<file path="config.mk">
export PLATFORM = sky130hd
export DESIGN_NAME = xcorr_top
export DESIGN_NICKNAME = d
export VERILOG_FILES = /design/src/common/corr_pkg.sv /design/src/common/wb_regs_pkg.sv /design/src/correlator/lag_counter.sv /design/src/correlator/pulse_delay_line.sv /design/src/logic/integration_timer.sv /design/src/logic/wb_result_readout.sv /design/src/logic/xcorr_top.sv
export VERILOG_INCLUDE_DIRS = /design/src /design/src/common
export SDC_FILE = /design/constraint.sdc
export NUM_CORES = 1
export LEC_CHECK = 0
export ABC_AREA = 1
export BUFFER_PORTS_ARGS = -buffer_cell sky130_fd_sc_hd__buf_4
export CAP_MARGIN = 10
export CORE_AREA = 2 2 164 166
export DETAILED_ROUTE_END_ITERATION = 8
export DIE_AREA = 0 0 166 168
export HOLD_SLACK_MARGIN = 0.08
export PLACE_DENSITY = 0.63
export SYNTH_ARGS = -nofsm -noshare
export SYNTH_HDL_FRONTEND = slang
export SYNTH_SLANG_ARGS = --single-unit
</file>
<file path="constraint.sdc">
create_clock -name integration_clk -period 3.2 [get_ports integration_clk]
set_input_delay 0.96 -clock integration_clk [delete_from_list [all_inputs] [get_ports integration_clk]]
set_output_delay 0.96 -clock integration_clk [all_outputs]
set_load 0.05 [all_outputs]
</file>
<file path="src/common/xcorr_config.svh">
////////////////////////////////////////////////////////////////////////////
// pulse-train autocorrelator build constants.
// sizes of the input set, the lag range and the counters, and the
// shortest integration window that the register port accepts.
////////////////////////////////////////////////////////////////////////////

`ifndef XCORR_CONFIG_SVH
`define XCORR_CONFIG_SVH

// pulse lines sampled in parallel.
`define XCORR_NUM_INPUTS 2

// lags per input, lag 0 included.
`define XCORR_MAX_LAG 4

// bits per coincidence counter.
`define XCORR_COUNT_WIDTH 8

// shorter windows are raised to this.
`define XCORR_MIN_WINDOW 16

`endif

</file>
<file path="src/common/corr_pkg.sv">
////////////////////////////////////////////////////////////////////////////
// correlator datapath types.
// counters, delay line taps and the integration window length.
////////////////////////////////////////////////////////////////////////////

`include "xcorr_config.svh"

package corr_pkg;

	// one coincidence count.
	typedef logic [`XCORR_COUNT_WIDTH-1:0] count_t;

	// delay line, tap 0 newest, each tap one bit per input.
	typedef logic [`XCORR_MAX_LAG-1:0][`XCORR_NUM_INPUTS-1:0] lag_taps_t;

	// window length in cycles.
	typedef logic [15:0] window_t;

	// counter lanes, one per input and lag.
	localparam int NUM_LANES = `XCORR_NUM_INPUTS * `XCORR_MAX_LAG;

	// index width for selecting a lane.
	localparam int LANE_IDX_W = (NUM_LANES > 1) ? $clog2(NUM_LANES) : 1;

	localparam window_t MIN_WINDOW = window_t'(`XCORR_MIN_WINDOW);

endpackage

</file>
<file path="src/common/wb_regs_pkg.sv">
////////////////////////////////////////////////////////////////////////////
// Wishbone register port of the autocorrelator.
// bus types, register addresses and bit positions.
////////////////////////////////////////////////////////////////////////////

`include "xcorr_config.svh"

package wb_regs_pkg;

	typedef logic [7:0] wb_addr_t; // byte address.
	typedef logic [31:0] wb_data_t;

	// control, bit 0 enables integration.
	localparam wb_addr_t REG_CTRL = 8'h00;
	localparam int CTRL_ENABLE_BIT = 0;

	// window length in cycles.
	localparam wb_addr_t REG_WINDOW = 8'h04;

	// ready flag and frame number.
	localparam wb_addr_t REG_STATUS = 8'h08;
	localparam int STATUS_READY_BIT = 0;
	localparam int STATUS_FRAME_LSB = 8;

	// result words, input-major then lag.
	localparam wb_addr_t REG_RESULT_BASE = 8'h10;

	// first address past the result bank.
	localparam wb_addr_t REG_RESULT_END =
		REG_RESULT_BASE + wb_addr_t'(4 * `XCORR_NUM_INPUTS * `XCORR_MAX_LAG);

endpackage

</file>
<file path="src/correlator/lag_counter.sv">
////////////////////////////////////////////////////////////////////////////
// lag counter.
// counts the cycles where a line and its delayed copy are both high,
// saturating at all ones, and restarts from the live hit on frame end.
////////////////////////////////////////////////////////////////////////////

`timescale 1ns/10ps

module lag_counter
	import corr_pkg::*;
(
	input  logic   integration_clk,
	input  logic   arst_n,
	input  logic   newest,
	input  logic   delayed,
	input  logic   frame_end,
	output count_t count
);

	logic   hit;
	count_t count_q;

	assign hit = newest & delayed; // coincidence this cycle.

	always_ff @(posedge integration_clk or negedge arst_n) begin
		if (!arst_n) begin
			count_q <= '0;
		end else if (frame_end) begin
			// old value goes to the result bank on this edge,
			// the current hit opens the next frame.
			count_q <= count_t'(hit);
		end else if (hit && (count_q != '1)) begin
			count_q <= count_q + 1'b1;
		end
	end

	assign count = count_q;

endmodule

</file>
<file path="src/correlator/pulse_delay_line.sv">
////////////////////////////////////////////////////////////////////////////
// pulse delay line.
// samples the pulse lines each cycle into tap 0 and shifts older
// samples down, so tap k holds the sample from k edges earlier.
////////////////////////////////////////////////////////////////////////////

`timescale 1ns/10ps

`include "xcorr_config.svh"

module pulse_delay_line
	import corr_pkg::*;
(
	input  logic                         integration_clk,
	input  logic                         arst_n,
	input  logic [`XCORR_NUM_INPUTS-1:0] line_in,
	output lag_taps_t                    taps
);

	lag_taps_t taps_q;

	always_ff @(posedge integration_clk or negedge arst_n) begin
		if (!arst_n) begin
			taps_q <= '0;
		end else begin
			taps_q[0] <= line_in; // sampling stage.
			for (int k = 1; k < `XCORR_MAX_LAG; k++) begin
				taps_q[k] <= taps_q[k-1];
			end
		end
	end

	// every counter reads the same taps.
	assign taps = taps_q;

endmodule

</file>
<file path="src/logic/integration_timer.sv">
////////////////////////////////////////////////////////////////////////////
// integration timer.
// counts cycles while enabled and pulses frame_end on the last cycle
// of each window. restart or a low enable returns to window start.
////////////////////////////////////////////////////////////////////////////

`timescale 1ns/10ps

module integration_timer
	import corr_pkg::*;
(
	input  logic    integration_clk,
	input  logic    arst_n,
	input  logic    enable,
	input  window_t window,
	input  logic    restart,
	output logic    frame_end
);

	window_t cycle_cnt; // cycles elapsed in this window.
	logic    last_cycle;

	// window is never below the minimum, so window-1 cannot wrap.
	assign last_cycle = (cycle_cnt == (window - 1'b1));

	assign frame_end = enable & last_cycle;

	always_ff @(posedge integration_clk or negedge arst_n) begin
		if (!arst_n) begin
			cycle_cnt <= '0;
		end else if (!enable || restart) begin
			cycle_cnt <= '0; // hold at window start.
		end else if (last_cycle) begin
			cycle_cnt <= '0;
		end else begin
			cycle_cnt <= cycle_cnt + 1'b1;
		end
	end

endmodule

</file>
<file path="src/logic/wb_result_readout.sv">
////////////////////////////////////////////////////////////////////////////
// Wishbone classic slave for the autocorrelator.
// control and window registers, a result bank loaded on frame end,
// and a ready flag with frame number that a status read clears.
////////////////////////////////////////////////////////////////////////////

`timescale 1ns/10ps

module wb_result_readout
	import corr_pkg::*;
	import wb_regs_pkg::*;
(
	input  logic                     integration_clk,
	input  logic                     arst_n,
	input  logic                     wb_cyc,
	input  logic                     wb_stb,
	input  logic                     wb_we,
	input  wb_addr_t                 wb_adr,
	input  wb_data_t                 wb_dat_w,
	output wb_data_t                 wb_dat_r,
	output logic                     wb_ack,
	input  count_t [NUM_LANES-1:0]   counts,
	input  logic                     frame_end,
	output logic                     enable,
	output window_t                  window,
	output logic                     window_restart,
	output logic                     irq
);

	logic                  req;
	logic                  wr_req;
	logic                  rd_req;
	logic                  status_rd;
	logic                  ready;
	logic [7:0]            frame_num;
	count_t [NUM_LANES-1:0] results;
	window_t               wr_window;
	wb_addr_t              result_offs;
	logic                  result_hit;
	wb_data_t              rd_data;

	// one request per transfer, the held strobe is ignored while acked.
	assign req    = wb_cyc & wb_stb & ~wb_ack;
	assign wr_req = req & wb_we;
	assign rd_req = req & ~wb_we;

	assign status_rd      = rd_req && (wb_adr == REG_STATUS);
	assign window_restart = wr_req && (wb_adr == REG_WINDOW);

	// clamp short windows.
	assign wr_window = (wb_dat_w[15:0] < MIN_WINDOW) ? MIN_WINDOW : wb_dat_w[15:0];

	assign result_offs = wb_adr - REG_RESULT_BASE;
	assign result_hit  = (wb_adr >= REG_RESULT_BASE) && (wb_adr < REG_RESULT_END) &&
		(wb_adr[1:0] == 2'b00);

	always_comb begin
		rd_data = '0; // unmapped reads zero.
		if (wb_adr == REG_CTRL) begin
			rd_data[CTRL_ENABLE_BIT] = enable;
		end else if (wb_adr == REG_WINDOW) begin
			rd_data[15:0] = window;
		end else if (wb_adr == REG_STATUS) begin
			rd_data[STATUS_READY_BIT] = ready;
			rd_data[STATUS_FRAME_LSB +: 8] = frame_num;
		end else if (result_hit) begin
			rd_data[$bits(count_t)-1:0] = results[result_offs[2 +: LANE_IDX_W]];
		end
	end

	always_ff @(posedge integration_clk or negedge arst_n) begin
		if (!arst_n) begin
			wb_ack    <= 1'b0;
			enable    <= 1'b0;
			window    <= MIN_WINDOW;
			ready     <= 1'b0;
			frame_num <= '0;
			results   <= '0;
		end else begin
			wb_ack <= req;
			if (wr_req && (wb_adr == REG_CTRL)) begin
				enable <= wb_dat_w[CTRL_ENABLE_BIT];
			end
			if (window_restart) begin
				window <= wr_window;
			end
			if (frame_end) begin
				results   <= counts; // pre-update counter values.
				frame_num <= frame_num + 1'b1;
				ready     <= 1'b1; // wins over a status read.
			end else if (status_rd) begin
				ready <= 1'b0;
			end
		end
	end

	// read data held while ack is high.
	always_ff @(posedge integration_clk) begin
		if (rd_req) begin
			wb_dat_r <= rd_data;
		end
	end

	assign irq = ready;

endmodule

</file>
<file path="src/logic/xcorr_top.sv">
////////////////////////////////////////////////////////////////////////////
// pulse-train autocorrelator top level.
// delay line, one saturating counter per input and lag, the window
// timer and the Wishbone result port.
////////////////////////////////////////////////////////////////////////////

`timescale 1ns/10ps

`include "xcorr_config.svh"

module xcorr_top
	import corr_pkg::*;
	import wb_regs_pkg::*;
(
	input  logic                         integration_clk,
	input  logic                         arst_n,
	input  logic [`XCORR_NUM_INPUTS-1:0] line_in,
	input  logic                         wb_cyc,
	input  logic                         wb_stb,
	input  logic                         wb_we,
	input  wb_addr_t                     wb_adr,
	input  wb_data_t                     wb_dat_w,
	output wb_data_t                     wb_dat_r,
	output logic                         wb_ack,
	output logic                         irq
);

	lag_taps_t              taps;
	count_t [NUM_LANES-1:0] counts;
	logic                   frame_end;
	logic                   enable;
	window_t                window;
	logic                   window_restart;

	pulse_delay_line u_delay (
		.integration_clk (integration_clk),
		.arst_n          (arst_n),
		.line_in         (line_in),
		.taps            (taps)
	);

	// lane i*MAX_LAG+k compares input i with itself k samples back.
	for (genvar i = 0; i < `XCORR_NUM_INPUTS; i++) begin : g_input
		for (genvar k = 0; k < `XCORR_MAX_LAG; k++) begin : g_lag
			lag_counter u_cnt (
				.integration_clk (integration_clk),
				.arst_n          (arst_n),
				.newest          (taps[0][i]),
				.delayed         (taps[k][i]),
				.frame_end       (frame_end),
				.count           (counts[i*`XCORR_MAX_LAG + k])
			);
		end
	end

	integration_timer u_timer (
		.integration_clk (integration_clk),
		.arst_n          (arst_n),
		.enable          (enable),
		.window          (window),
		.restart         (window_restart),
		.frame_end       (frame_end)
	);

	wb_result_readout u_regs (
		.integration_clk (integration_clk),
		.arst_n          (arst_n),
		.wb_cyc          (wb_cyc),
		.wb_stb          (wb_stb),
		.wb_we           (wb_we),
		.wb_adr          (wb_adr),
		.wb_dat_w        (wb_dat_w),
		.wb_dat_r        (wb_dat_r),
		.wb_ack          (wb_ack),
		.counts          (counts),
		.frame_end       (frame_end),
		.enable          (enable),
		.window          (window),
		.window_restart  (window_restart),
		.irq             (irq)
	);

endmodule

</file>
Yosys cells after proc, flatten, opt, wreduce, memory -nomap -nowiden
Index checks and enable logic that the tools add are counted. W data, S select, Z words.

Flip-flop bits (word level): 195. Input bits: 47. Output and inout port bits: 34. Word-level logic and storage cells: 123.

$add $sub $neg: 12. $lt $le $gt $ge: 4. Equal/unequal tests: 11. Multiplexer cells: 29. Bitwise operators: 13. Reductions and logical operators: 26.

Operators by type and width (number): $mux W8 (19); $add A8 B1 Y8 const B (9); $mux W16 (4); $ne A8 B8 Y1 const B (8); $bmux W8 S3 (1); $reduce_bool A2 Y1 (9); $add A16 B1 Y16 const B (1); $eq A16 B16 Y1 (1); $lt A16 B5 Y1 const B (1); $sub A16 B1 Y16 const B (1); $logic_and A1 B1 Y1 (13); $and A1 B1 Y1 (11); $eq A8 B3 Y1 const B (1); $eq A8 B4 Y1 const B (1); $ge A8 B5 Y1 const B (1); $logic_not A8 Y1 (1); $lt A8 B6 Y1 const B (1); $mux W7 (1); $sub A5 B5 Y5 const B (1); $lt A3 B4 Y1 const B (1); $mux W1 (4); $logic_not A2 Y1 (1); $not A1 Y1 (2); $logic_not A1 Y1 (1); $logic_or A1 B1 Y1 (1).

Logic depth before layout (Yosys ltp)
Word-level depth: 7. Depth in mapped cells: 16. Mapped depth without buffers: 14.

Cells and area by module
From an unflattened synthesis, not the netlist that was laid out.

Cells, all modules: 1422. Area total of the unflattened synthesis: 11024.3 um^2.

Modules (own cells, without submodules): wb_result_readout (instances 1, cells each 603, area each 5037.3 um^2, seq. area each 2758.9 um^2); lag_counter (instances 8, cells each 70, area each 520.5 um^2, seq. area each 200.2 um^2); integration_timer (instances 1, cells each 251, area each 1622.8 um^2, seq. area each 400.4 um^2); pulse_delay_line (instances 1, cells each 8, area each 200.2 um^2, seq. area each 200.2 um^2).

Worst setup path after synthesis
Ideal clock, no wire load.

Path kind: in2reg. Start: input wb_we. End: register u_regs.wb_dat_r[0], enable pin. Library setup time: 0.435 ns. Data arrival time: 2.709 ns. Setup slack: 0.056 ns. Stages: 1. Buffers on the path: 0. Cell sequence: nor4_1.

Word-level cells in the longest chain between the ends: 2.

Ends and longest elaborated chain: start: declaration (line xcorr_top.sv:20) `input logic wb_we,`; $not A1 Y1 (line wb_result_readout.sv:45) `assign rd_req = req & ~wb_we;`; $and A1 B1 Y1 (line wb_result_readout.sv:45); end signal: assignment (line wb_result_readout.sv:100) `wb_dat_r <= rd_data;`; end: declaration (line wb_result_readout.sv:20) `output wb_data_t wb_dat_r,`.

No other way between the ends. A chain may end at the register's enable or synchronous reset.

Worst setup path in the final report
Start: register u_regs.window[0]. End: register g_input[1].g_lag[2].u_cnt.count_q[0].

Word-level cells in the longest chain between the ends: 4. Elaborated cells between the ends (all ways): 5. Those cells by class: add/sub (1); eq/ne (1); mux (1); bitwise (1); reduce/logical (1).

Ends and longest elaborated chain: start: declaration (line wb_result_readout.sv:25) `output window_t window,`; start signal: assignment (line wb_result_readout.sv:85) `window <= wr_window;`; $sub A16 B1 Y16 (*) (line integration_timer.sv:24) `assign last_cycle = (cycle_cnt == (window - 1'b1));`; $eq A16 B16 Y1 (*) (line integration_timer.sv:24); $and A1 B1 Y1 (*) (line integration_timer.sv:26) `assign frame_end = enable & last_cycle;`; $mux W8 or $reduce_bool A2 Y1 (tied branches); end signal: assignment (line lag_counter.sv:31) `count_q <= count_t'(hit);`; end signal: assignment (line lag_counter.sv:33) `count_q <= count_q + 1'b1;`; end: declaration (line lag_counter.sv:21) `count_t count_q;`.

Mark *: on every way between the ends. The rest lies on a longest branch, timed or not.

==> results.sh <==
export IMPL_status="finished, final reports clean"
export IMPL_layout_min_cycle_time_ns=2.63
export IMPL_port_buffers=48
export IMPL_synth_seq_cells=195
export IMPL_drtAntennaViolNets=0
export IMPL_clock_latency_ns=0.45
export IMPL_crit_type="flop to flop"
export IMPL_core_area_um2=26400
export IMPL_irDropWorstVdd_mv=0.265
export IMPL_yosys_area_top_type_share_pct=43.4
export IMPL_syn_inst=1297
export IMPL_hold_start="u_delay.taps[2]"
export IMPL_vias=8221
export IMPL_startpoint="u_regs.window[0]"
export IMPL_finalSetupViolCount=0
export IMPL_die_x_um=166
export IMPL_swShare_pct=32.0
export IMPL_grt_pass1_vias=7887
export IMPL_grt_pass1_wl_mm=39.2
export IMPL_yosysTopAreaCell="dfrtp_1"
export IMPL_num_fill_cells=2614
export IMPL_drc=0
export IMPL_combPwrFrac_pct=18.3
export IMPL_cts_tree="built"
export IMPL_gp_routability_congestion=0.930
export IMPL_power_per_cell_area_nw_per_um2=559
export IMPL_switchingPower_uw=2050
export IMPL_critPathCaptureType="flop"
export IMPL_synth_cell_types=35
export IMPL_r2r_start="u_regs.window[0]"
export IMPL_die_area_um2=27900
export IMPL_clk_pin_slew_ns=0.08
export IMPL_synth_edff_count=16
export IMPL_cts_hold_fix_buffers=0
export IMPL_power_frac_seq_pct=48.0
export IMPL_cts_root_buf="clkbuf_16"
export IMPL_final_nets=1397
export IMPL_fin_crit_sh_pct=82.1
export IMPL_met1_length_mm=11.1
export IMPL_start_util_pct=39.0
export IMPL_layout_drive_gt1_share_pct=9.91
export IMPL_cellLeakagePower_uw=0.00573
export IMPL_cts_made_buffers=17
export IMPL_post_cts_resize_count=0
export IMPL_grt_setup_unrepaired="no"
export IMPL_grt_max_degree=124
export IMPL_whs_ns=0.376
export IMPL_ys_warn_count=0
export IMPL_clkSinkCount=195
export IMPL_cts_max_path_buffers=2
export IMPL_seq_area_frac_synth_pct=48.3
export IMPL_met3_length_mm=1.31
export IMPL_slew_viol_final=0
export IMPL_drt_iter0_markers=676
export IMPL_highest_layer="met4"
export IMPL_diodes=0
export IMPL_worst_pin_slew_ns=0.657
export IMPL_slew_headroom_pct=56.2
export IMPL_power_internal_uw=4370
export IMPL_postCtsSetupBuffers=0
export IMPL_final_cell_count_no_fill=1693
export IMPL_final_hold_violation_count=0
export IMPL_worstPathRequired_ns=3.52
export IMPL_viasPerCell=4.86
export IMPL_clockPowerShare_pct=33.7
export IMPL_hp_class="flop to flop"
export IMPL_area_delta_synth_final_pct=11.9
export IMPL_tns_ns=0
export IMPL_avgSynthCellArea_um2=7.92
export IMPL_row_count=60
export IMPL_grt_use_total_pct=17.3
export IMPL_layout_commonest_cell="nand2_1"
export IMPL_synth_flop_cell="dfrtp_1"
export IMPL_cts_max_level=4
export IMPL_dr_wl_met2_mm=10.4
export IMPL_wl_per_cell_um=13.7
export IMPL_synth_area_top_cells="dfrtp_1 43%, nand2_1 14%, inv_1 6.8%"
export IMPL_cp_arrival_ns=2.95
export IMPL_grt_overflow=0
export IMPL_dr_pass1_iters=6
export IMPL_dpl_cell_count=1661
export IMPL_antenna_found_initial=0
export IMPL_critical_path_startpoint_type="flop"
export IMPL_final_cell_mix="388 x nand2_1, 187 x inv_1, 178 x dfrtp_1"
export IMPL_max_cap_violations=0
export IMPL_synthArstFlopShare_pct=91.8
export IMPL_die_h_um=168
export IMPL_num_io_pins=81
export IMPL_max_freq_mhz=380
export IMPL_cp_max_fo=64
export IMPL_synthesis_area_um2=10300
export IMPL_fin_worst_skew_ns=0.0157
export IMPL_post_dp_hpwl_mm=16.7
export IMPL_finalWirelength_mm=23.3
[cell families after synthesis]
| group | synth area share, % |
|---|---|
| and+or+nand+nor | 28.7 |
| buffers and inverters | 10.6 |
| DFF | 48.3 |
| AOI/OAI and AO/OA | 6.15 |
| xor gates and xnor gates | 4.09 |
| adders and majority gates | 1.34 |
| muxes | 0.767 |
| other | 0.0365 |
[cell usage after synthesis, types with 2 or more instances]
library cell and number:
a31oi_1 5, buf_2 7, buf_4 17, buf_6 13, clkbuf_1 18, dfrtp_1 178
edfxtp_1 16, ha_1 11, inv_1 187, mux2_2 7, nand2_1 388, nand2_2 5
nand3_1 130, nand3b_1 16, nand3b_2 2, nand4_1 10, nor2_1 87, nor2_2 3
nor2_4 4, nor3_1 20, nor4_1 7, o21ai_0 36, o21ai_1 44, o21ai_2 6
o221ai_1 12, o22ai_1 4, o32ai_1 2, or2_2 9, xnor2_1 10, xor2_1 38
[critical path, stage by stage, from the launching register on]
cell     delay, ns
dfrtp_1       0.48
inv_2         0.16
ha_1          0.24
nand2_2       0.15
nor2_2        0.16
nand2_1       0.06
nand2_1       0.08
nand2_1       0.05
nor2_1        0.11
nand3_1       0.14
nor2_4        0.20
nand3_4       0.10
buf_4         0.32
nand2_1       0.15
o21ai_2       0.06
[cell type report]
cell class              instances  area (µm²)  area share (%)
multi-input cells             873        4290            37.3
well taps                     341         427            3.71
repair buffers                 63         514            4.48
clock inverters                14         163            1.42
inverters                     189         709            6.17
flip-flops and latches        195        4960            43.2
clock buffers                  18         429            3.74
[stage by stage]
step	utilization (%)	setup slack (ns)	instance area, µm²	total power (µW)
finish	43.6	0.571	11500	6420
global route	43.6	0.350	11500	6850
CTS	43.6	0.598	11500	6480
detailed placement	41.4	0.519	10900	4310
global placement	41.4	0.563	10900	4270
floorplan	-	0.0564	10300	3980
[flip-flops by register name (all words and copies together), names as in the netlist]
| name | flops |
|---|---|
| g_input.g_lag.u_cnt.count | 64 |
| u_delay.taps | 8 |
| u_regs.frame_num | 8 |
| u_regs.wb_dat_r | 16 |
| u_regs.results | 64 |
| u_regs.enable | 1 |
| u_regs.irq | 1 |
| u_timer.cycle_cnt | 16 |
| u_regs.window | 16 |
| u_regs.wb_ack | 1 |
[metal layers]
layer	up-vias	GRT usage (%)
li1	4154	-
met1	3831	24.5
met5	-	0
met2	209	26.7
met3	27	3.36
met4	0	5.94
[power groups by stage]
stage          Combinational [µW]  Sequential [µW]  Clock, µW
2_1_floorplan                 919             3060          0
3_3_place_gp                 1150             3120          0
3_5_place_dp                 1190             3130          0
4_1_cts                      1190             3080       2200
5_1_grt                      1400             3130       2320
6_report                     1180             3080       2160
[worst paths after layout]
| check | to | slack (ns) | cells past startpoint |
|---|---|---|---|
| setup / recovery | g_input[1].g_lag[2].u_cnt.count[0] | 0.57 | 14 |
| hold / removal | u_delay.taps[4] | 0.38 | 0 |
| setup reg to reg | g_input[1].g_lag[2].u_cnt.count[0] | 0.57 | 14 |
| hold reg to reg | u_delay.taps[4] | 0.38 | 0 |
| max in group asynchronous | u_regs.window[4] | 1.92 | 2 |
| min in group asynchronous | g_input[0].g_lag[3].u_cnt.count[7] | 0.50 | 1 |
(Power assumes the default switching activity.)
